[src/rs_settings.svh]
`ifndef RS_SETTINGS_SVH
`define RS_SETTINGS_SVH

// Bits per code symbol
`define RS_SYM_WIDTH 8

// Syndromes per codeword
`define RS_NUM_SYN 32

// Symbols in one codeword
`define RS_CODE_LEN 255

// Field polynomial x^8 + x^7 + x^2 + x + 1
`define RS_FIELD_POLY 9'h187

`endif

[src/rs_pkg.sv]
`include "rs_settings.svh"

package rs_pkg;

  // One field element
  typedef logic [`RS_SYM_WIDTH-1:0] sym_t;

  // Position within a codeword
  typedef logic [7:0] sym_cnt_t;

  // All syndromes, syndrome 1 in the lowest byte
  typedef logic [`RS_NUM_SYN*`RS_SYM_WIDTH-1:0] syn_vec_t;

  // Input beat
  typedef struct packed {
    logic valid;
    logic start;
    sym_t data;
  } sym_beat_t;

  // Result of one codeword
  typedef struct packed {
    syn_vec_t syndromes;
    logic     no_error;
  } syn_result_t;

  // Framer to bank and latch
  typedef struct packed {
    logic load;
    logic step;
    logic done;
  } syn_ctrl_t;

  typedef enum logic {
    idle,
    in_word
  } framer_state_t;

  // Alpha exponent per syndrome, index 0 is syndrome 1
  localparam sym_t syn_exponent [`RS_NUM_SYN] = '{
    8'd1,   8'd10,  8'd12,  8'd21,  8'd23,  8'd32,  8'd34,  8'd43,
    8'd45,  8'd56,  8'd67,  8'd78,  8'd89,  8'd100, 8'd111, 8'd122,
    8'd133, 8'd144, 8'd155, 8'd166, 8'd177, 8'd188, 8'd199, 8'd210,
    8'd212, 8'd221, 8'd223, 8'd232, 8'd234, 8'd243, 8'd245, 8'd254
  };

  // Multiply x by alpha^power.
  // With a constant power this folds to an XOR network per output bit.
  function automatic sym_t gf_mul_alpha_pow(sym_t x, sym_t power);
    sym_t acc;
    acc = x;
    for (int i = 0; i < `RS_CODE_LEN; i++) begin
      if (i < int'(power)) begin
        // One multiply by alpha with reduction on carry out
        if (acc[`RS_SYM_WIDTH-1]) begin
          acc = {acc[`RS_SYM_WIDTH-2:0], 1'b0} ^ sym_t'(`RS_FIELD_POLY);
        end else begin
          acc = {acc[`RS_SYM_WIDTH-2:0], 1'b0};
        end
      end
    end
    return acc;
  endfunction

endpackage

[src/rs_codeword_framer.sv]
`timescale 1ns/1ps
`default_nettype none

`include "rs_settings.svh"

module rs_codeword_framer (
  input  logic               clk_in,
  input  logic               rst_in,
  input  rs_pkg::sym_beat_t  beat,
  output rs_pkg::syn_ctrl_t  ctrl,
  output rs_pkg::sym_t       data
);

  rs_pkg::framer_state_t state;
  rs_pkg::sym_cnt_t      sym_cnt;

  always_ff @(posedge clk_in) begin
    if (rst_in) begin
      state   <= rs_pkg::idle;
      sym_cnt <= '0;
      ctrl    <= '0;
    end else begin
      // Controls are single cycle pulses
      ctrl <= '0;
      if (beat.valid) begin
        if (beat.start) begin
          // New word, also aborts a word in progress
          ctrl.load <= 1'b1;
          sym_cnt   <= rs_pkg::sym_cnt_t'(1);
          state     <= rs_pkg::in_word;
        end else begin
          case (state)
            rs_pkg::in_word: begin
              ctrl.step <= 1'b1;
              sym_cnt   <= sym_cnt + 1'b1;
              // Last symbol of the word
              if (sym_cnt == rs_pkg::sym_cnt_t'(`RS_CODE_LEN - 1)) begin
                ctrl.done <= 1'b1;
                state     <= rs_pkg::idle;
              end
            end
            default: begin
              // Stray symbols outside a word are dropped
              state <= rs_pkg::idle;
            end
          endcase
        end
      end
    end
  end

  // Symbol travels with its control pulse
  always_ff @(posedge clk_in) begin
    if (beat.valid) begin
      data <= beat.data;
    end
  end

  // A word is at least two symbols long, so done cannot repeat
  done_single_cycle: assert property (
    @(posedge clk_in) disable iff (rst_in)
    ctrl.done |=> !ctrl.done
  ) else $error("framer done high in two consecutive cycles");

  load_step_exclusive: assert property (
    @(posedge clk_in) disable iff (rst_in)
    !(ctrl.load && ctrl.step)
  ) else $error("framer load and step high together");

endmodule

`default_nettype wire

[config.mk]
export PLATFORM = sky130hd
export DESIGN_NAME = rs_codeword_framer
export DESIGN_NICKNAME = d
export VERILOG_FILES = /design/src/rs_pkg.sv /design/src/rs_codeword_framer.sv
export VERILOG_INCLUDE_DIRS = /design/src
export SDC_FILE = /design/constraint.sdc
export NUM_CORES = 1
export LEC_CHECK = 0
export BUFFER_PORTS_ARGS = -buffer_cell sky130_fd_sc_hd__buf_2
export CAP_MARGIN = 20
export CORE_MARGIN = 2
export CORE_UTILIZATION = 48
export DETAILED_ROUTE_END_ITERATION = 8
export GPL_TIMING_DRIVEN = 0
export PLACE_DENSITY_LB_ADDON = 0.08
export SETUP_SLACK_MARGIN = 0.2
export SYNTH_ARGS = -nofsm -noshare
export SYNTH_HDL_FRONTEND = slang
export SYNTH_SLANG_ARGS = --single-unit
[constraint.sdc]
create_clock -name clk_in -period 1.38 [get_ports clk_in]
set_input_delay 0.138 -clock clk_in [delete_from_list [all_inputs] [get_ports clk_in]]
set_output_delay 0.138 -clock clk_in [all_outputs]
set_load 0.02 [all_outputs]
==> flow_summary_export.csv <==
group,metric,value,unit
layout,insertedDiodeCount,0,
layout,n_fill_cell,112,
grt,grt_max_degree,12,
critical_path,cp.arrival,1.41,ns
critical_path,path_max_fanout,6,
clock_tree,clkLatencyLatePin,0.29,ns
place,io_buffers,22,
yosys,synthCells,67,
floorplan,floorplan.initialDensity,0.5166,
layout,final_util,0.7226,
timing,setup_violations,0,
route,routed_via_density,5.672,
layout,layoutNonFillerInstCount,116,
timing,rsz0062_at_grt,"yes",
layout,final_common_cell,"buf_2",
power_and_ir_drop,power_density,961.6,mW/mm^2
place,dpl_cell_area,909.6,sq um
power_and_ir_drop,intPower,0.7932,mW
clock_tree,cts_root_buffer,"clkbuf_4",
clock_tree,htree_levels,1,
grt,track_usage,0.1556,
floorplan,die_x,44.27,um
grt,antenna_found_initial,0,
timing,finalMaxSlewViolations,0,
clock_tree,cts_tree,"done",
floorplan,die_y,44.27,um
grt,grt_pass1_vias,528,
timing,period_needed,1.181,ns
yosys,ys_types,26,
critical_path,end_kind,"register",
layout,final_net_count,115,
floorplan,num_rows,14,
critical_path,r2r_setup_slack,0.20,ns
floorplan,core,0.001506,sq mm
route,num_vias,658,
timing,min_period_over_period,0.8557,
power_and_ir_drop,finalPower,1.047,mW
power_and_ir_drop,switchingPower,0.2535,mW
power_and_ir_drop,swShare,0.2422,
critical_path,cp-start-kind,"register",
power_and_ir_drop,peakVddDrop,546.5,uV
route,drc,0,
layout,drive_gt1_frac,0.4600,
clock_tree,cts_inserted_buffers,3,
place,place.gp.congestion,0.8003,
floorplan,ios,23,
route,drt_iter0_drc,12,
yosys,netlist_area,778.2,sq um
timing,finalClockSkew,0.001416,ns
critical_path,crit_type,"reg2reg",
layout,finish.instance_area,0.001089,sq mm
grt,gr-total-overflow,0,
layout,layout_common_cells,"buf_2 (23), edfxtp_1 (8), dfxtp_1 (6)",
yosys,synth.avg_cell_area,11.62,sq um
hold_path,holdCritPathClass,"in2reg",
place,dpl.hpwl,1049,um
clock_tree,clock_sinks,20,
floorplan,dieArea,0.001959,sq mm
route,first_pass_iters,4,
yosys,yosysSeqAreaShare,0.6174,
yosys,synth-seq-cells,20,
clock_tree,path_clk_slew,0.11,ns
status,status,"complete, no violations",
place,dp_cells,105,
yosys,ys.warnings.count,0,
power_and_ir_drop,p_leak,0.4213,nW
timing,worstMarginPinSlew,0.2555,ns
power_and_ir_drop,p_seq_frac,0.625,
clock_tree,clk_path_buf_depth,2,
route,totalWireLength,1613,um
timing,final_hold_viol_count,0,
route,post_drt_wl_per_cell,13.91,um
yosys,synth.net_count,81,
critical_path,critPathRequiredTime,1.61,ns
route,drtAntennaViolNets,0,
run,max_cap_viol_count,0,
power_and_ir_drop,clkPwrFrac,0.259,
timing,relSlewSlack,0.8282,
timing,fmax,846.9,MHz
power_and_ir_drop,combinationalPowerShare,0.116,
grt,grt_first_pass_wirelength,2173,um
layout,area_growth,39.87,%
timing,hold_slack,0.01621,ns
-- power by group through the flow --
stage	clock (mW)	sequential, mW	combinational (mW)
global route	0.304	0.656	0.131
floorplan	0	0.694	0.0272
CTS	0.283	0.653	0.106
detailed placement	0	0.666	0.102
global placement	0	0.666	0.101
finish	0.271	0.654	0.122
-- cell families (layout without fill, tap and decap cells) --
kind of cell	after synthesis	count (layout)	synth area share
adders and majority gates	2	2	0.03215
DFF	20	20	0.6174
AOI/OAI and AO/OA	20	20	0.1769
and+or+nand+nor	19	19	0.1431
buffers and inverters	6	39	0.03054
-- stage by stage --
step           setup TNS [ns]  setup WS, ns
2_1_floorplan               0        0.2277
3_3_place_gp         -0.01005      -0.01005
3_5_place_dp         -0.08594      -0.04603
4_1_cts                     0        0.1897
5_1_grt                     0        0.1631
6_report                    0        0.1992
-- sequential cells by signal (all words and copies together), names as in the netlist --
name and flops:
data 8, sym_cnt 8, ctrl 3, state 1
-- synthesized netlist by cell type --
| cell type | number | area share |
|---|---|---|
| dfxtp_1 | 12 | 0.31 |
| edfxtp_1 | 8 | 0.31 |
| a21oi_1 | 6 | 0.039 |
| inv_1 | 5 | 0.024 |
| and3_1 | 3 | 0.024 |
| nand3_1 | 3 | 0.019 |
| nor2_1 | 3 | 0.014 |
| a31o_1 | 2 | 0.023 |
| ha_1 | 2 | 0.032 |
| nand4_1 | 2 | 0.016 |
| o211ai_1 | 2 | 0.019 |
| o21ai_0 | 2 | 0.013 |
| o31ai_1 | 2 | 0.019 |
| or3_1 | 2 | 0.016 |
| or4_1 | 2 | 0.019 |
| a211oi_1 | 1 | 0.0096 |
| a21o_2 | 1 | 0.011 |
| a2bb2oi_1 | 1 | 0.011 |
| and4_1 | 1 | 0.011 |
| buf_2 | 1 | 0.0064 |
| nand2_1 | 1 | 0.0048 |
| nand2b_1 | 1 | 0.0080 |
| nand3b_1 | 1 | 0.0096 |
| o2111ai_1 | 1 | 0.011 |
| o21a_1 | 1 | 0.0096 |
| o21ai_2 | 1 | 0.011 |
-- cell type report --
cell class	count	area (sq um)	area share
buffer	1	5.005	0.004598
inverter	5	18.77	0.01724
multi-input combinational	41	345.3	0.3172
tap	16	20.02	0.01839
timing repair buffer	29	175.2	0.1609
clock buffer	3	22.52	0.02069
clock inverter	1	3.754	0.003448
sequential	20	498.0	0.4575
-- worst paths after layout --
kind | depth (start not counted) | endpoint | startpoint
worst min register to register | 2 | sym_cnt[7] | sym_cnt[7]
worst max register to register | 3 | sym_cnt[7] | state
worst min-delay path | 1 | data[3] | beat[3]
worst max-delay path | 3 | sym_cnt[7] | state
-- what timing repair did --
item,4_1_cts,5_1_grt
endpoints found under the setup margin,3,4
endpoints found under the hold margin,0,5
buffers inserted,1,1
resized for setup,15,8
hold buffers,0,5
pin swaps,4,4
-- critical path, cell delays in order, from the launching register on --
cell	delay (ns)
dfxtp_4	0.42
o21ai_4	0.09
or4_4	0.49
a21oi_2	0.13
-- metal layers --
metal | up-vias | wire length, um | global-route usage
li1 | 324 | - | -
met1 | 297 | 654 | 0.1667
met2 | 29 | 812 | 0.2706
met4 | 0 | 47 | 0.09091
met3 | 8 | 97 | 0.04490
met5 | - | 0 | 0
(Power assumes the default switching activity.)
