`src/rs_settings.svh`:
```
`ifndef RS_SETTINGS_SVH
`define RS_SETTINGS_SVH

// Bits per code symbol
`define RS_SYM_WIDTH 8

// Syndromes per codeword
`define RS_NUM_SYN 32

// Symbols in one codeword
`define RS_CODE_LEN 255

// Field polynomial x^8 + x^7 + x^2 + x + 1
`define RS_FIELD_POLY 9'h187

`endif

```
`src/rs_pkg.sv`:
```
`include "rs_settings.svh"

package rs_pkg;

  // One field element
  typedef logic [`RS_SYM_WIDTH-1:0] sym_t;

  // Position within a codeword
  typedef logic [7:0] sym_cnt_t;

  // All syndromes, syndrome 1 in the lowest byte
  typedef logic [`RS_NUM_SYN*`RS_SYM_WIDTH-1:0] syn_vec_t;

  // Input beat
  typedef struct packed {
    logic valid;
    logic start;
    sym_t data;
  } sym_beat_t;

  // Result of one codeword
  typedef struct packed {
    syn_vec_t syndromes;
    logic     no_error;
  } syn_result_t;

  // Framer to bank and latch
  typedef struct packed {
    logic load;
    logic step;
    logic done;
  } syn_ctrl_t;

  typedef enum logic {
    idle,
    in_word
  } framer_state_t;

  // Alpha exponent per syndrome, index 0 is syndrome 1
  localparam sym_t syn_exponent [`RS_NUM_SYN] = '{
    8'd1,   8'd10,  8'd12,  8'd21,  8'd23,  8'd32,  8'd34,  8'd43,
    8'd45,  8'd56,  8'd67,  8'd78,  8'd89,  8'd100, 8'd111, 8'd122,
    8'd133, 8'd144, 8'd155, 8'd166, 8'd177, 8'd188, 8'd199, 8'd210,
    8'd212, 8'd221, 8'd223, 8'd232, 8'd234, 8'd243, 8'd245, 8'd254
  };

  // Multiply x by alpha^power.
  // With a constant power this folds to an XOR network per output bit.
  function automatic sym_t gf_mul_alpha_pow(sym_t x, sym_t power);
    sym_t acc;
    acc = x;
    for (int i = 0; i < `RS_CODE_LEN; i++) begin
      if (i < int'(power)) begin
        // One multiply by alpha with reduction on carry out
        if (acc[`RS_SYM_WIDTH-1]) begin
          acc = {acc[`RS_SYM_WIDTH-2:0], 1'b0} ^ sym_t'(`RS_FIELD_POLY);
        end else begin
          acc = {acc[`RS_SYM_WIDTH-2:0], 1'b0};
        end
      end
    end
    return acc;
  endfunction

endpackage

```
`src/rs_syndrome_latch.sv`:
```
`timescale 1ns/1ps
`default_nettype none

`include "rs_settings.svh"

module rs_syndrome_latch (
  input  logic                clk_in,
  input  logic                rst_in,
  input  logic                done,
  input  rs_pkg::syn_vec_t    syndromes,
  output rs_pkg::syn_result_t result,
  output logic                result_valid
);

  logic all_zero;

  // Codeword is clean when every syndrome is zero
  always_comb begin
    all_zero = 1'b1;
    for (int k = 0; k < `RS_NUM_SYN; k++) begin
      if (syndromes[k*`RS_SYM_WIDTH +: `RS_SYM_WIDTH] != '0) begin
        all_zero = 1'b0;
      end
    end
  end

  always_ff @(posedge clk_in) begin
    if (rst_in) begin
      result       <= '0;
      result_valid <= 1'b0;
    end else begin
      result_valid <= done;
      // Hold until the next codeword finishes
      if (done) begin
        result.syndromes <= syndromes;
        result.no_error  <= all_zero;
      end
    end
  end

  // Follows from the framer spacing done pulses apart
  valid_one_cycle: assert property (
    @(posedge clk_in) disable iff (rst_in)
    result_valid |=> !result_valid
  ) else $error("result_valid high for more than one cycle");

endmodule

`default_nettype wire

```
`config.mk`:
```
export PLATFORM = sky130hd
export DESIGN_NAME = rs_syndrome_latch
export DESIGN_NICKNAME = d
export VERILOG_FILES = /design/src/rs_pkg.sv /design/src/rs_syndrome_latch.sv
export VERILOG_INCLUDE_DIRS = /design/src
export SDC_FILE = /design/constraint.sdc
export NUM_CORES = 1
export LEC_CHECK = 0
export BUFFER_PORTS_ARGS = -buffer_cell sky130_fd_sc_hd__buf_2
export CAP_MARGIN = 20
export CORE_AREA = 2 2 200 202
export DETAILED_ROUTE_END_ITERATION = 8
export DIE_AREA = 0 0 202 204
export HOLD_SLACK_MARGIN = 0.05
export PLACE_DENSITY = 0.53
export SLEW_MARGIN = 20
export SYNTH_ARGS = -nofsm -noshare
export SYNTH_HDL_FRONTEND = slang
export SYNTH_SLANG_ARGS = --single-unit
export TNS_END_PERCENT = 30
```
`constraint.sdc`:
```
create_clock -name clk_in -period 1.25 [get_ports clk_in]
set_clock_uncertainty 0.1 [all_clocks]
set_input_delay 0.125 -clock clk_in [delete_from_list [all_inputs] [get_ports clk_in]]
set_output_delay 0.125 -clock clk_in [all_outputs]
set_load 0.02 [all_outputs]
```
==> summary.md, run 1 <==
| Metric | Value |
|---|---|
| Area grow syn2layout | 106% |
| Crit path time final | 1260 ps |
| RSZ-0062 raised after global routing | true |
| CTS Buffer Depth | 3 |
| Crit share post-route | 101% |
| Max-slew violations | 0 |
| I/O pin cnt | 517 |
| Post-Syn Area | 9580 sq um |
| Placed Instance Area | 13,900 sq um |
| Initial core utilization | 24.4% |
| Final worst slack | -13.5 ps |
| Vias/cell | 4.46 |
| CP delay by family, top | flip-flops |
| Final Hold Fails | 15 |
| Final setup vio count | 6 |
| Reg power frac | 40.1% |
| Buf/Inv on CP | 1 |
| # H-tree levels | 1 |
| Final hold slack | -257 ps |
| Sw Pwr | 5980 uW |
| Peak Freq | 791 MHz |
| CP endpoint kind | output port |
| Leak | 0.00940 uW |
| Total CTS buffers | 29 |
| Internal Dissipation | 17,000 uW |
| Via count | 10,633 |
| GRT Total Usage | 19.7% |
| Tot Pwr | 22,900 uW |
| Hold/Removal Path Class | primary input to flip-flop |
| Ranking of synthesized cells by area | dfxtp_1 (54%), mux2i_1 (27%), nor2_1 (10%) |
| Core area | 39,200 sq um |
| DPL Wire Length | 29.2 mm |
| DIE AREA | 41,200 sq um |
| Failing checks | negative hold slack, negative setup slack |
| Drt initial violations | 374 |
| Synth unique cells | 15 |
| Final instance area | 19,700 sq um |
| Max cap viols | 0 |
| Layout net count | 2,095 |
| Initial antenna violation count | 4 |
| CP Cell Sequence | buf_6 |
| Slowest CP cell | dfxtp_4 |
| Power per Cell Area | 1160 nW/um^2 |
| Drt wl/cell | 18.2 um |
| DRT Wirelength | 43.3 mm |
| Syn_area_per_cell | 10.4 sq um |
| Synth Warn # | 0 |
| Initial DRT Pass Iterations | 4 |
| Logic pwr share | 20.5% |
| Die span in x | 202 um |
| Share of cells above drive strength 1 | 55.4% |
| Worst path max stage delay | 370 ps |
| Sink Count | 258 |
| Syn Inst Count | 920 |
| Post-layout util | 50.3% |
| Crit path max fanout | 2 |
| CTS tree | yes |
| Top cell type's share of synthesized area | 53.9% |
| Gpl congestion | 0.899 |
| Status | finished with violations |
| Clk pwr share | 39.4% |
| Row Count | 73 |
| Post-synthesis register bit count | 258 |
| Critical Path AT | 1040 ps |
| First-pass GRT wire length | 63.7 mm |
| CTS Root Cell | clkbuf_16 |
| Kind of critical path | flip-flop to output port |
| Sw Ratio | 26.1% |
| Seq/Total Area, Yosys | 53.9% |
| Residual DRC | 0 |
| Synth area leader | dfxtp_1 |
| Critical path startpoint category | flip-flop |
| Global route total overflow | 0 |
| Setup TNS | -53.2 ps |
| VDD IR max | 0.893 mV |
| Largest net degree at the start of global routing | 118 |
| Vias in the first global route | 11,106 |
| Tightest Pin Transition | 563 ps |
| Port Buf Inserts | 516 |
| Slew headroom | 62.1% |
| Clk_lat worst skew | 540 ps |
| Antenna viol nets, final | 0 |
| Die Span Y | 204 um |
| WP data required | 1020 ps |
| Clock transition at path regs | 60 ps |
| Post-Syn Nets | 1,179 |
[path summary, 6_finish.rpt]
kind	start	end	slack (ps)	cells after the start
min	syndromes[228]	result[229]	-260	3
max reg2reg	result[231]	result[231]	340	3
min reg2reg	result[245]	result[245]	390	2
max	result[15]	result[15]	-10	1
[layout by cell type (no fill, tap or decap)]
master,instances
clkbuf_1,5
buf_6,259
clkinvlp_4,1
o32ai_2,1
inv_6,1
dlygate4sd3_1,244
buf_2,255
dfxtp_2,255
nor2_1,256
nand4_1,15
buf_8,1
nor2b_2,1
diode_2,3
mux2i_1,256
buf_4,166
buf_16,2
nor3_1,1
dfxtp_4,3
nor4_1,43
nor4_2,17
nor4_4,5
nor2_2,2
clkinv_4,1
clkbuf_8,9
nand3_2,1
nor3_2,2
bufinv_16,4
buf_12,10
clkinv_2,4
inv_1,1
clkbuf_16,29
nand3_1,2
nand2_2,1
dlymetal6s4s_1,5
[cell type report]
| type | instances | area (sq um) |
|---|---|---|
| multi-input combinational | 603 | 4290 |
| clock buffer | 42 | 855 |
| clock inverter | 11 | 165 |
| tap | 525 | 657 |
| sequential | 258 | 5500 |
| antenna | 3 | 7.51 |
| fill | 3355 | 19500 |
| inverter | 1 | 3.75 |
| timing repair buffer | 943 | 8230 |
[flip-flops by register name, indices dropped and copies added, names as in the netlist]
signal        cells
result_valid      1
result          257
[through the flow]
step           hold WS (ps)  setup WS, ps  std cells
3_3_place_gp            230          -763       2069
6_report               -257         -13.5       2386
3_5_place_dp            231          -782       2069
4_1_cts                -303         -50.5       2351
2_1_floorplan           172           116        920
5_1_grt                -262         -55.5       2385
[per-layer routing]
layer / share of wire (%) / routed length (um) / track usage [%] / vias up
li1: - / - / - / 5029
met1: 38 / 16500 / 21.9 / 5059
met2: 51 / 22000 / 36.1 / 444
met3: 7.3 / 3180 / 5.36 / 97
met4: 3.5 / 1520 / 6.75 / 4
met5: 0.065 / 28 / 0 / -
[cells in the mapped netlist]
| cell | n |
|---|---|
| nand3_1 | 3 |
| inv_1 | 1 |
| nor4_2 | 2 |
| buf_2 | 7 |
| o32ai_1 | 1 |
| nand4_1 | 15 |
| buf_4 | 24 |
| nor2b_1 | 1 |
| nor3_1 | 3 |
| clkbuf_1 | 27 |
| nor4_1 | 63 |
| nor2_1 | 258 |
| dfxtp_1 | 258 |
| nand2_1 | 1 |
| mux2i_1 | 256 |
[logic make-up after synthesis]
group                  after synthesis  synth area share (%)
buffers and inverters               59                  3.34
and+or+nand+nor                    346                  15.9
muxes                              256                  26.8
AOI/OAI and AO/OA                    1                0.0915
DFF                                258                  53.9
[power by group through the flow]
stage | Clock (uW) | Combinational, uW | Sequential, uW
after global routing | 9590 | 4990 | 9240
after floorplan | 0 | 1040 | 9730
after detailed placement | 0 | 3380 | 9140
after CTS | 9250 | 4520 | 9180
after global placement | 0 | 3370 | 9120
final | 9040 | 4700 | 9190
[what timing repair did]
item,CTS,global route
endpoints found under the hold margin,258,52
hold buffers,220,36
setup endpoints to repair,259,394
pin swaps,1,14
buffers inserted,9,5
resized for setup,793,27
No activity file was read; power rests on OpenSTA's default activity.
==> inputs of run 2 (changes only) <==
--- a/config.mk
+++ b/config.mk
@@ -6,12 +6,12 @@
 export SDC_FILE = /design/constraint.sdc
 export NUM_CORES = 1
 export LEC_CHECK = 0
+export ABC_AREA = 1
 export BUFFER_PORTS_ARGS = -buffer_cell sky130_fd_sc_hd__buf_2
 export CAP_MARGIN = 20
-export CORE_AREA = 2 2 200 202
+export CORE_AREA = 2 2 202 204
 export DETAILED_ROUTE_END_ITERATION = 8
-export DIE_AREA = 0 0 202 204
-export HOLD_SLACK_MARGIN = 0.05
+export DIE_AREA = 0 0 204 206
 export PLACE_DENSITY = 0.53
 export SLEW_MARGIN = 20
 export SYNTH_ARGS = -nofsm -noshare
==> constraint.sdc (replaced) <==
create_clock -name clk_in -period 1.25 [get_ports clk_in]
set_clock_uncertainty 0.1 [all_clocks]
set_input_delay 0.25 -clock clk_in [delete_from_list [all_inputs] [get_ports clk_in]]
set_output_delay 0.25 -clock clk_in [all_outputs]
set_load 0.02 [all_outputs]
==> run 2 against run 1 <==
Compared with the run above: the run ends with negative setup slack left; clock power fell by 12%; first-iteration DRC count rose by 71%; maximum frequency fell by 11%; synthesized cell count rose by 44%; combinational power barely moved; sequential power barely moved; global-route usage rose by 0.18 points; via count rose by 18%; flip-flop and latch count did not move; design area rose by 0.97%; die area rose by 2.0%; core utilization fell by 0.78 points; critical path type unchanged; critical endpoint is now result[0]; highest routed layer unchanged.
==> summary.md, run 2 <==
| Metric | Value |
|---|---|
| VDD IR max | 1.02 mV (was 0.893 mV) |
| Status | finished with violations (unchanged) |
| Drt wl/cell | 15.8 um (was 18.2 um) |
| Port Buf Inserts | 516 (unchanged) |
| I/O pin cnt | 517 (unchanged) |
| Post-Syn Area | 9770 sq um (was 9580 sq um) |
| Syn Inst Count | 1,328 (was 920) |
| Final Hold Fails | 0 (was 15) |
| Die span in x | 204 um (was 202 um) |
| CP delay by family, top | flip-flops (unchanged) |
| Post-synthesis register bit count | 258 (unchanged) |
| Post-Syn Nets | 1,587 (was 1,179) |
| DPL Wire Length | 30.7 mm (was 29.2 mm) |
| Most flops, register | result (unchanged) |
| CP Cell Sequence | buf_6 (unchanged) |
| Slew headroom | 74.7% (was 62.1%) |
| Tightest Pin Transition | 378 ps (was 563 ps) |
| Gpl congestion | 0.866 (was 0.899) |
| Post-layout util | 49.5% (was 50.3%) |
| Via count | 12,535 (was 10,633) |
| CTS Buffer Depth | 3 (unchanged) |
| Final setup vio count | 258 (was 6) |
| EDFF count, synth | 0 (unchanged) |
| Sink Count | 258 (unchanged) |
| Die Span Y | 206 um (was 204 um) |
| Peak Freq | 708 MHz (was 791 MHz) |
| Worst r2r path cells | 4 (was 3) |
| # H-tree levels | 1 (unchanged) |
| Count leader, synth | nand2_1 |
| Clock transition at path regs | 60 ps (about the same) |
| Failing checks | negative setup slack (was negative hold slack, negative setup slack) |
| Largest family of logic cells by synthesized area | simple AND/OR/NAND/NOR gates (was multiplexers) |
| Clk_lat worst skew | 550 ps (was 540 ps) |
| Fraction of registers with async set/reset | 0% (unchanged) |
| Max cap viols | 0 (unchanged) |
| Ranking of synthesized cells by area | dfxtp_1 (53%), nand2_1 (16%), a21oi_1 (9.6%) (was dfxtp_1 (54%), mux2i_1 (27%), nor2_1 (10%)) |
| Seq/Total Area, Yosys | 52.9% (was 53.9%) |
| CTS Root Cell | clkbuf_16 (unchanged) |
| Drt initial violations | 640 (was 374) |
| Worst path max stage delay | 380 ps (was 370 ps) |
| Kind of critical path | flip-flop to output port (unchanged) |
| Commonest non-fill, non-tap cells in the layout | nand2_1 (428), buf_6 (258), buf_2 (256), dfxtp_2 (256), dlygate4sd3_1 (254) (was buf_6 (259), mux2i_1 (256), nor2_1 (256)) |
| Hold Crit Endpoint | result[222] (was result[229]) |
| Total CTS buffers | 29 (unchanged) |
| GRT Total Usage | 19.9% (was 19.7%) |
| CTS tree | yes (unchanged) |
| Ys flop type | dfxtp_1 (unchanged) |
| WP data required | 900 ps (was 1020 ps) |
| Initial antenna violation count | 11 (was 4) |
| Core area | 40,200 sq um (was 39,200 sq um) |
| Crit path max fanout | 2 (unchanged) |
| Hold/Removal Path Class | primary input to flip-flop (unchanged) |
| Worst reg2reg setup slack | 350 ps (was 340 ps) |
| First-pass GRT wire length | 66.7 mm (was 63.7 mm) |
| Layout net count | 2,525 (was 2,095) |
| DIE AREA | 42,000 sq um (was 41,200 sq um) |
| List of most frequent post-synthesis cells | nand2_1 (428), dfxtp_1 (258), nor2_1 (193), a21oi_1 (187), a211oi_1 (69) (was dfxtp_1 (258), nor2_1 (258), mux2i_1 (256), nor4_1 (63), clkbuf_1 (27)) |
| Final worst slack | -163 ps (was -13.5 ps) |
| Max reg flops | 257 (unchanged) |
| Largest net degree at the start of global routing | 61 (was 118) |
| Leak | 0.00906 uW (was 0.00940 uW) |
| Antenna viol nets, final | 0 (unchanged) |
| CP endpoint kind | output port (unchanged) |
| Synth Warn # | 0 (unchanged) |
| Residual DRC | 0 (unchanged) |
| RR Startpoint | result[101] (was result[231]) |
| Max-slew violations | 0 (unchanged) |
| Commonest non-fill, non-tap cell in the layout | nand2_1 (was buf_6) |
| Share of cells above drive strength 1 | 46.5% (was 55.4%) |
| Post-synthesis mux area share | 0% (was 26.8%) |
| Crit path time final | 1410 ps (was 1260 ps) |
| Area grow syn2layout | 104% (was 106%) |
| Vias in the first global route | 12,525 (was 11,106) |
| Synth Area in Adders | 0% (unchanged) |
| Synth Area in XOR/XNOR | 0% (unchanged) |
| Tot Pwr | 21,800 uW (was 22,900 uW) |
| Top Registers | result (257), result_valid (1) (unchanged) |
| Crit share post-route | 113% (was 101%) |
| Power per Cell Area | 1100 nW/um^2 (was 1160 nW/um^2) |
| Slowest CP cell | dfxtp_4 (unchanged) |
| Fillers | 3,729 (was 3,355) |
| Top cell type's share of synthesized area | 52.9% (was 53.9%) |
| Worst R2R End | result[101] (was result[231]) |
| HP Start | syndromes[221] (was syndromes[228]) |
| Synth Area in Simple Gates | 25.9% (was 15.9%) |
| Synth area leader | dfxtp_1 (unchanged) |
| DRT Wirelength | 44.6 mm (was 43.3 mm) |
| Synth unique cells | 16 (was 15) |
| Synth Area in Compound Gates | 14.9% (was 0.0914%) |
| Initial core utilization | 24.3% (was 24.4%) |
| Global route total overflow | 0 (unchanged) |
| Critical path startpoint category | flip-flop (unchanged) |
| Row Count | 74 (was 73) |
| Initial DRT Pass Iterations | 5 (was 4) |
| Syn_area_per_cell | 7.36 sq um (was 10.4 sq um) |
| Vias/cell | 4.44 (was 4.46) |
| Hold Path Stages | 4 (was 3) |
| Buf/Inv on CP | 1 (unchanged) |
| Critical Path AT | 1060 ps (was 1040 ps) |
| RSZ-0062 raised after global routing | true (unchanged) |
[run 2: layout make-up]
cell class              instances  area, sq um  area share (%)
clock inverters                 4         45.0           0.226
multi-input cells             915         3990            20.1
flip-flops and latches        258         5490            27.6
inverters                      70          268            1.35
well taps                     532          666            3.35
clock buffers                  42          795            3.99
diodes                         11         27.5           0.138
repair buffers                992         8610            43.3
[run 2: where the power goes]
part	leakage, uW	switching (uW)	internal, uW
clock network	0.000411	3410	4540
registers	0.00222	356	8810
logic	0.00643	2180	2540
[run 2: logic make-up (layout without fill, tap and decap cells)]
kind of cell | Yosys count | after routing
other cells | 0 | 11
simple gates | 659 | 659
flops | 258 | 258
buf+inv | 155 | 1108
compound gates | 256 | 256
[run 2: through the flow]
step                      TNS (ps)  area (sq um)  hold WS [ps]  instances  setup WS [ps]
after floorplan               -691          9770           283       1328          -21.9
final                       -25190         19900          14.5       2824           -163
after detailed placement     -9850         14300           347       2477           -505
after global routing        -34760         19900          11.8       2822           -213
after CTS                   -33310         19700        0.0651       2791           -224
after global placement       -6690         14300           343       2477           -491
[run 2: how the worst max path moves through the flow]
| stage | start | to | slack (ps) | cells after the start |
|---|---|---|---|---|
| floorplan | rst_in | result[150] | -20 | 4 |
| finish | result[0] | result[0] | -160 | 1 |
| global placement | syndromes[200] | result[0] | -490 | 10 |
| detailed placement | syndromes[200] | result[0] | -510 | 10 |
| global route | result[0] | result[0] | -210 | 1 |
| CTS | result[0] | result[0] | -220 | 1 |
[run 2: layer usage]
metal | up-vias | part of all wire [%] | global-route usage [%]
met4 | 4 | 4.5 | 9.65
met3 | 123 | 7.3 | 4.71
met2 | 460 | 49 | 34.5
met1 | 5807 | 39 | 23.1
li1 | 6141 | - | -
met5 | - | 0.054 | 0
[run 2: timing repair]
| item | in CTS | in global routing |
|---|---|---|
| endpoints found under the hold margin | 254 | 0 |
| hold buffers | 254 | 0 |
| resized for setup | 776 | 1 |
| buffers inserted | 14 | 22 |
| setup endpoints to repair | 258 | 259 |
==> inputs of run 3 (changes only) <==
--- a/config.mk
+++ b/config.mk
@@ -9,10 +9,10 @@
 export ABC_AREA = 1
 export BUFFER_PORTS_ARGS = -buffer_cell sky130_fd_sc_hd__buf_2
 export CAP_MARGIN = 20
-export CORE_AREA = 2 2 202 204
+export CORE_AREA = 2 2 199 201
 export DETAILED_ROUTE_END_ITERATION = 8
-export DIE_AREA = 0 0 204 206
-export PLACE_DENSITY = 0.53
+export DIE_AREA = 0 0 201 203
+export PLACE_DENSITY = 0.54
 export SLEW_MARGIN = 20
 export SYNTH_ARGS = -nofsm -noshare
 export SYNTH_HDL_FRONTEND = slang
==> constraint.sdc (replaced) <==
create_clock -name clk_in -period 1.7 [get_ports clk_in]
set_clock_uncertainty 0.1 [all_clocks]
set_input_delay 0.34 -clock clk_in [delete_from_list [all_inputs] [get_ports clk_in]]
set_output_delay 0.34 -clock clk_in [all_outputs]
set_load 0.02 [all_outputs]
==> run 3 against run 2 <==
Compared with the run above: the flow now finishes without violations; routed wire length decreased by 6.2%; combinational power fell by 43%; via count fell by 7.3%; first-iteration DRC count down 6.4%; total power decreased by 29%; global-route usage is 0.57 points lower; die area down 2.9%; largest cell class unchanged; non-clock buffer count shrank 207; design area down 17%; clock-buffer cell count increased by 6; core utilization decreased by 6.5 points; flip-flop and latch count is the same.
==> summary.md, run 3 (synthesized netlist as in run 2, its figures left out) <==
| Metric | Value |
|---|---|
| Sink Count | 258 (unchanged) |
| Final hold slack | 33.1 ps (was 14.5 ps) |
| Drt initial violations | 599 (was 640) |
| Initial DRT Pass Iterations | 7 (was 5) |
| Max reg flops | 257 (unchanged) |
| Max-slew violations | 0 (unchanged) |
| Worst path max stage delay | 550 ps (was 380 ps) |
| Worst r2r path cells | 2 (was 4) |
| DRT Wirelength | 41.9 mm (was 44.6 mm) |
| Via count | 11,614 (was 12,535) |
| CP delay by family, top | buffers and inverters (was flip-flops) |
| Met3 Usage GRT | 4.06% (was 4.71%) |
| Row Count | 72 (was 74) |
| Peak Freq | 608 MHz |
| Final Hold Fails | 0 (unchanged) |
| CTS Buffer Depth | 3 (unchanged) |
| Reg power frac | 42.2% (was 42.0%) |
| Top Registers | result (257), result_valid (1) (unchanged) |
| Gpl congestion | 0.914 (was 0.866) |
| Power per Cell Area | 944 nW/um^2 (was 1100 nW/um^2) |
| Clk_lat worst skew | 550 ps (about the same) |
| Vias in the first global route | 11,472 (was 12,525) |
| DPL Wire Length | 30.1 mm (was 30.7 mm) |
| RR Startpoint | result[5] (was result[101]) |
| Slew headroom | 65.8% (was 74.7%) |
| Sw Ratio | 27.3% (was 27.2%) |
| Worst R2R End | result[5] (was result[101]) |
| Logic pwr share | 17.3% (was 21.6%) |
| Sw Pwr | 4250 uW (was 5950 uW) |
| Multi-input logic area | 4110 sq um (was 3990 sq um) |
| Total CTS buffers | 30 (was 29) |
| Share of cells above drive strength 1 | 32.1% (was 46.5%) |
| Die Span Y | 203 um (was 206 um) |
| GRT Total Usage | 19.3% (was 19.9%) |
| Die span in x | 201 um (was 204 um) |
| First-pass GRT wire length | 62.9 mm (was 66.7 mm) |
| Initial core utilization | 25.4% (was 24.3%) |
| Hold Crit Endpoint | result[229] (was result[222]) |
| Core area | 38,500 sq um (was 40,200 sq um) |
| Commonest non-fill, non-tap cell in the layout | buf_2 (was nand2_1) |
| Critical path startpoint category | primary input (was flip-flop) |
| Hold Path Stages | 3 (was 4) |
| Max cap viols | 0 (unchanged) |
| Crit share post-route | 96.7% |
| Storage cell area | 5170 sq um (was 5490 sq um) |
| Critical Path AT | 2030 ps (was 1060 ps) |
| HP Start | syndromes[228] (was syndromes[221]) |
| Clk pwr share | 40.4% (was 36.4%) |
| M2 GR Usage | 33.7% (was 34.5%) |
| Status | complete, no violations (was finished with violations) |
| Crit path max fanout | 2 (unchanged) |
| Fillers | 3,890 (was 3,729) |
| Clock transition at path regs | 60 ps (about the same) |
| Internal Dissipation | 11,300 uW (was 15,900 uW) |
| DIE AREA | 40,800 sq um (was 42,000 sq um) |
| Layout net count | 2,319 (was 2,525) |
| Global routing's busiest layer | met2 (unchanged) |
| Tot Pwr | 15,600 uW (was 21,800 uW) |
| VDD IR max | 0.737 mV (was 1.02 mV) |
| Most flops, register | result (unchanged) |
| Post-layout util | 43.0% (was 49.5%) |
| Initial antenna violation count | 3 (was 11) |
| Drt wl/cell | 16.1 um (was 15.8 um) |
| CTS Root Cell | clkbuf_16 (unchanged) |
| # H-tree levels | 1 (unchanged) |
| CP Cell Sequence | dlygate4sd3_1, buf_2, nor2_2, nand2_1, nor2_2, nand2_2, nor2_1, buf_4, nand3_1, nor2_1, nand2_1, a21oi_2 (was buf_6) |
| Routing usage on met1 | 23.2% (was 23.1%) |
| Kind of critical path | primary input to flip-flop (was flip-flop to output port) |
| Final setup vio count | 0 (was 258) |
| Tightest Pin Transition | 513 ps (was 378 ps) |
| Port Buf Inserts | 516 (unchanged) |
| Residual DRC | 0 (unchanged) |
| Commonest non-fill, non-tap cells in the layout | buf_2 (501), nand2_1 (422), dfxtp_1 (257) (was nand2_1 (428), buf_6 (258), buf_2 (256), dfxtp_2 (256), dlygate4sd3_1 (254)) |
| Hold/Removal Path Class | primary input to flip-flop (unchanged) |
| Non-filler cells, final | 2,599 (was 2,824) |
| Global route total overflow | 0 (unchanged) |
| Antenna viol nets, final | 0 (unchanged) |
| WP data required | 2080 ps (was 900 ps) |
| Leak | 0.00781 uW (was 0.00906 uW) |
| Placed insts | 2,329 (was 2,477) |
| Crit path time final | 1640 ps |
| Buf/Inv on CP | 3 (was 1) |
| CTS tree | yes (unchanged) |
| Final worst slack | 56.0 ps (was -163 ps) |
| Vias/cell | 4.47 (was 4.44) |
| Largest net degree at the start of global routing | 96 (was 61) |
| Area grow syn2layout | 69.2% (was 104%) |
| CP endpoint kind | flip-flop (was output port) |
| Worst slack at placement | -341 ps (was -505 ps) |
| I/O pin cnt | 517 (unchanged) |
| Slowest CP cell | dlygate4sd3_1 (was dfxtp_4) |
| Worst reg2reg setup slack | 920 ps (was 350 ps) |
[run 3: cell types whose count changed in the layout (fill, tap and decap cells not counted), sizes merged]
cell	change
clkinv	-1
diode	-10
clkinvlp	+1
dlygate4sd3	-32
dlymetal6s4s	+5
clkbuf	+6
buf	-180
[run 3: through the flow]
stage	area, sq um	TNS (ps)
2_1_floorplan	9770	0
3_3_place_gp	13200	-326
3_5_place_dp	13200	-341
4_1_cts	16400	0
5_1_grt	16500	-5.23
6_report	16500	0
[run 3: cell type report]
class,instances,area share [%]
Clock inverter,4,0.288
Antenna cell,1,0.0151
Timing Repair Buffer,785,32.5
Sequential cell,258,31.3
Clock buffer,48,5.50
Multi-Input combinational cell,915,24.9
Inverter,70,1.64
Tap cell,518,3.92
[run 3: worst max-delay path by stage]
stage,startpoint,to,slack (ps),cells after the start
after floorplan,rst_in,result[131],340,4
after global placement,done,result[0],-330,10
after detailed placement,syndromes[186],result[0],-340,10
after CTS,syndromes[142],result[0],0.7,12
after global routing,syndromes[30],result[0],-5,12
final,syndromes[30],result[0],60,12
[run 3: power groups by stage]
stage | Combinational, uW | Sequential [uW] | Clock (uW)
CTS | 2680 | 6580 | 6510
global placement | 2250 | 6700 | 0
global route | 2910 | 6620 | 6740
finish | 2700 | 6580 | 6310
floorplan | 725 | 7140 | 0
detailed placement | 2260 | 6710 | 0
[run 3: metal layers]
layer / part of all wire (%) / wire (um)
met1: 41 / 17200
met2: 48 / 20200
met3: 6.9 / 2890
met4: 3.7 / 1540
met5: 0.064 / 27
[run 3: worst reg2reg max path: cells and delay by family (launching register included)]
kind               cells  cell delay (ps)
AOI/OAI and AO/OA      1              150
DFF                    1              390
and+or+nand+nor        1               60
[run 3: what timing repair did]
action / CTS / global route
pin swaps: 0 / 29
setup buffers: 0 / 3
hold buffers: 227 / 0
gates cloned: 0 / 0
setup endpoints to repair: 1 / 1
hold endpoints to repair: 227 / 0
gates resized for setup: 2 / 51
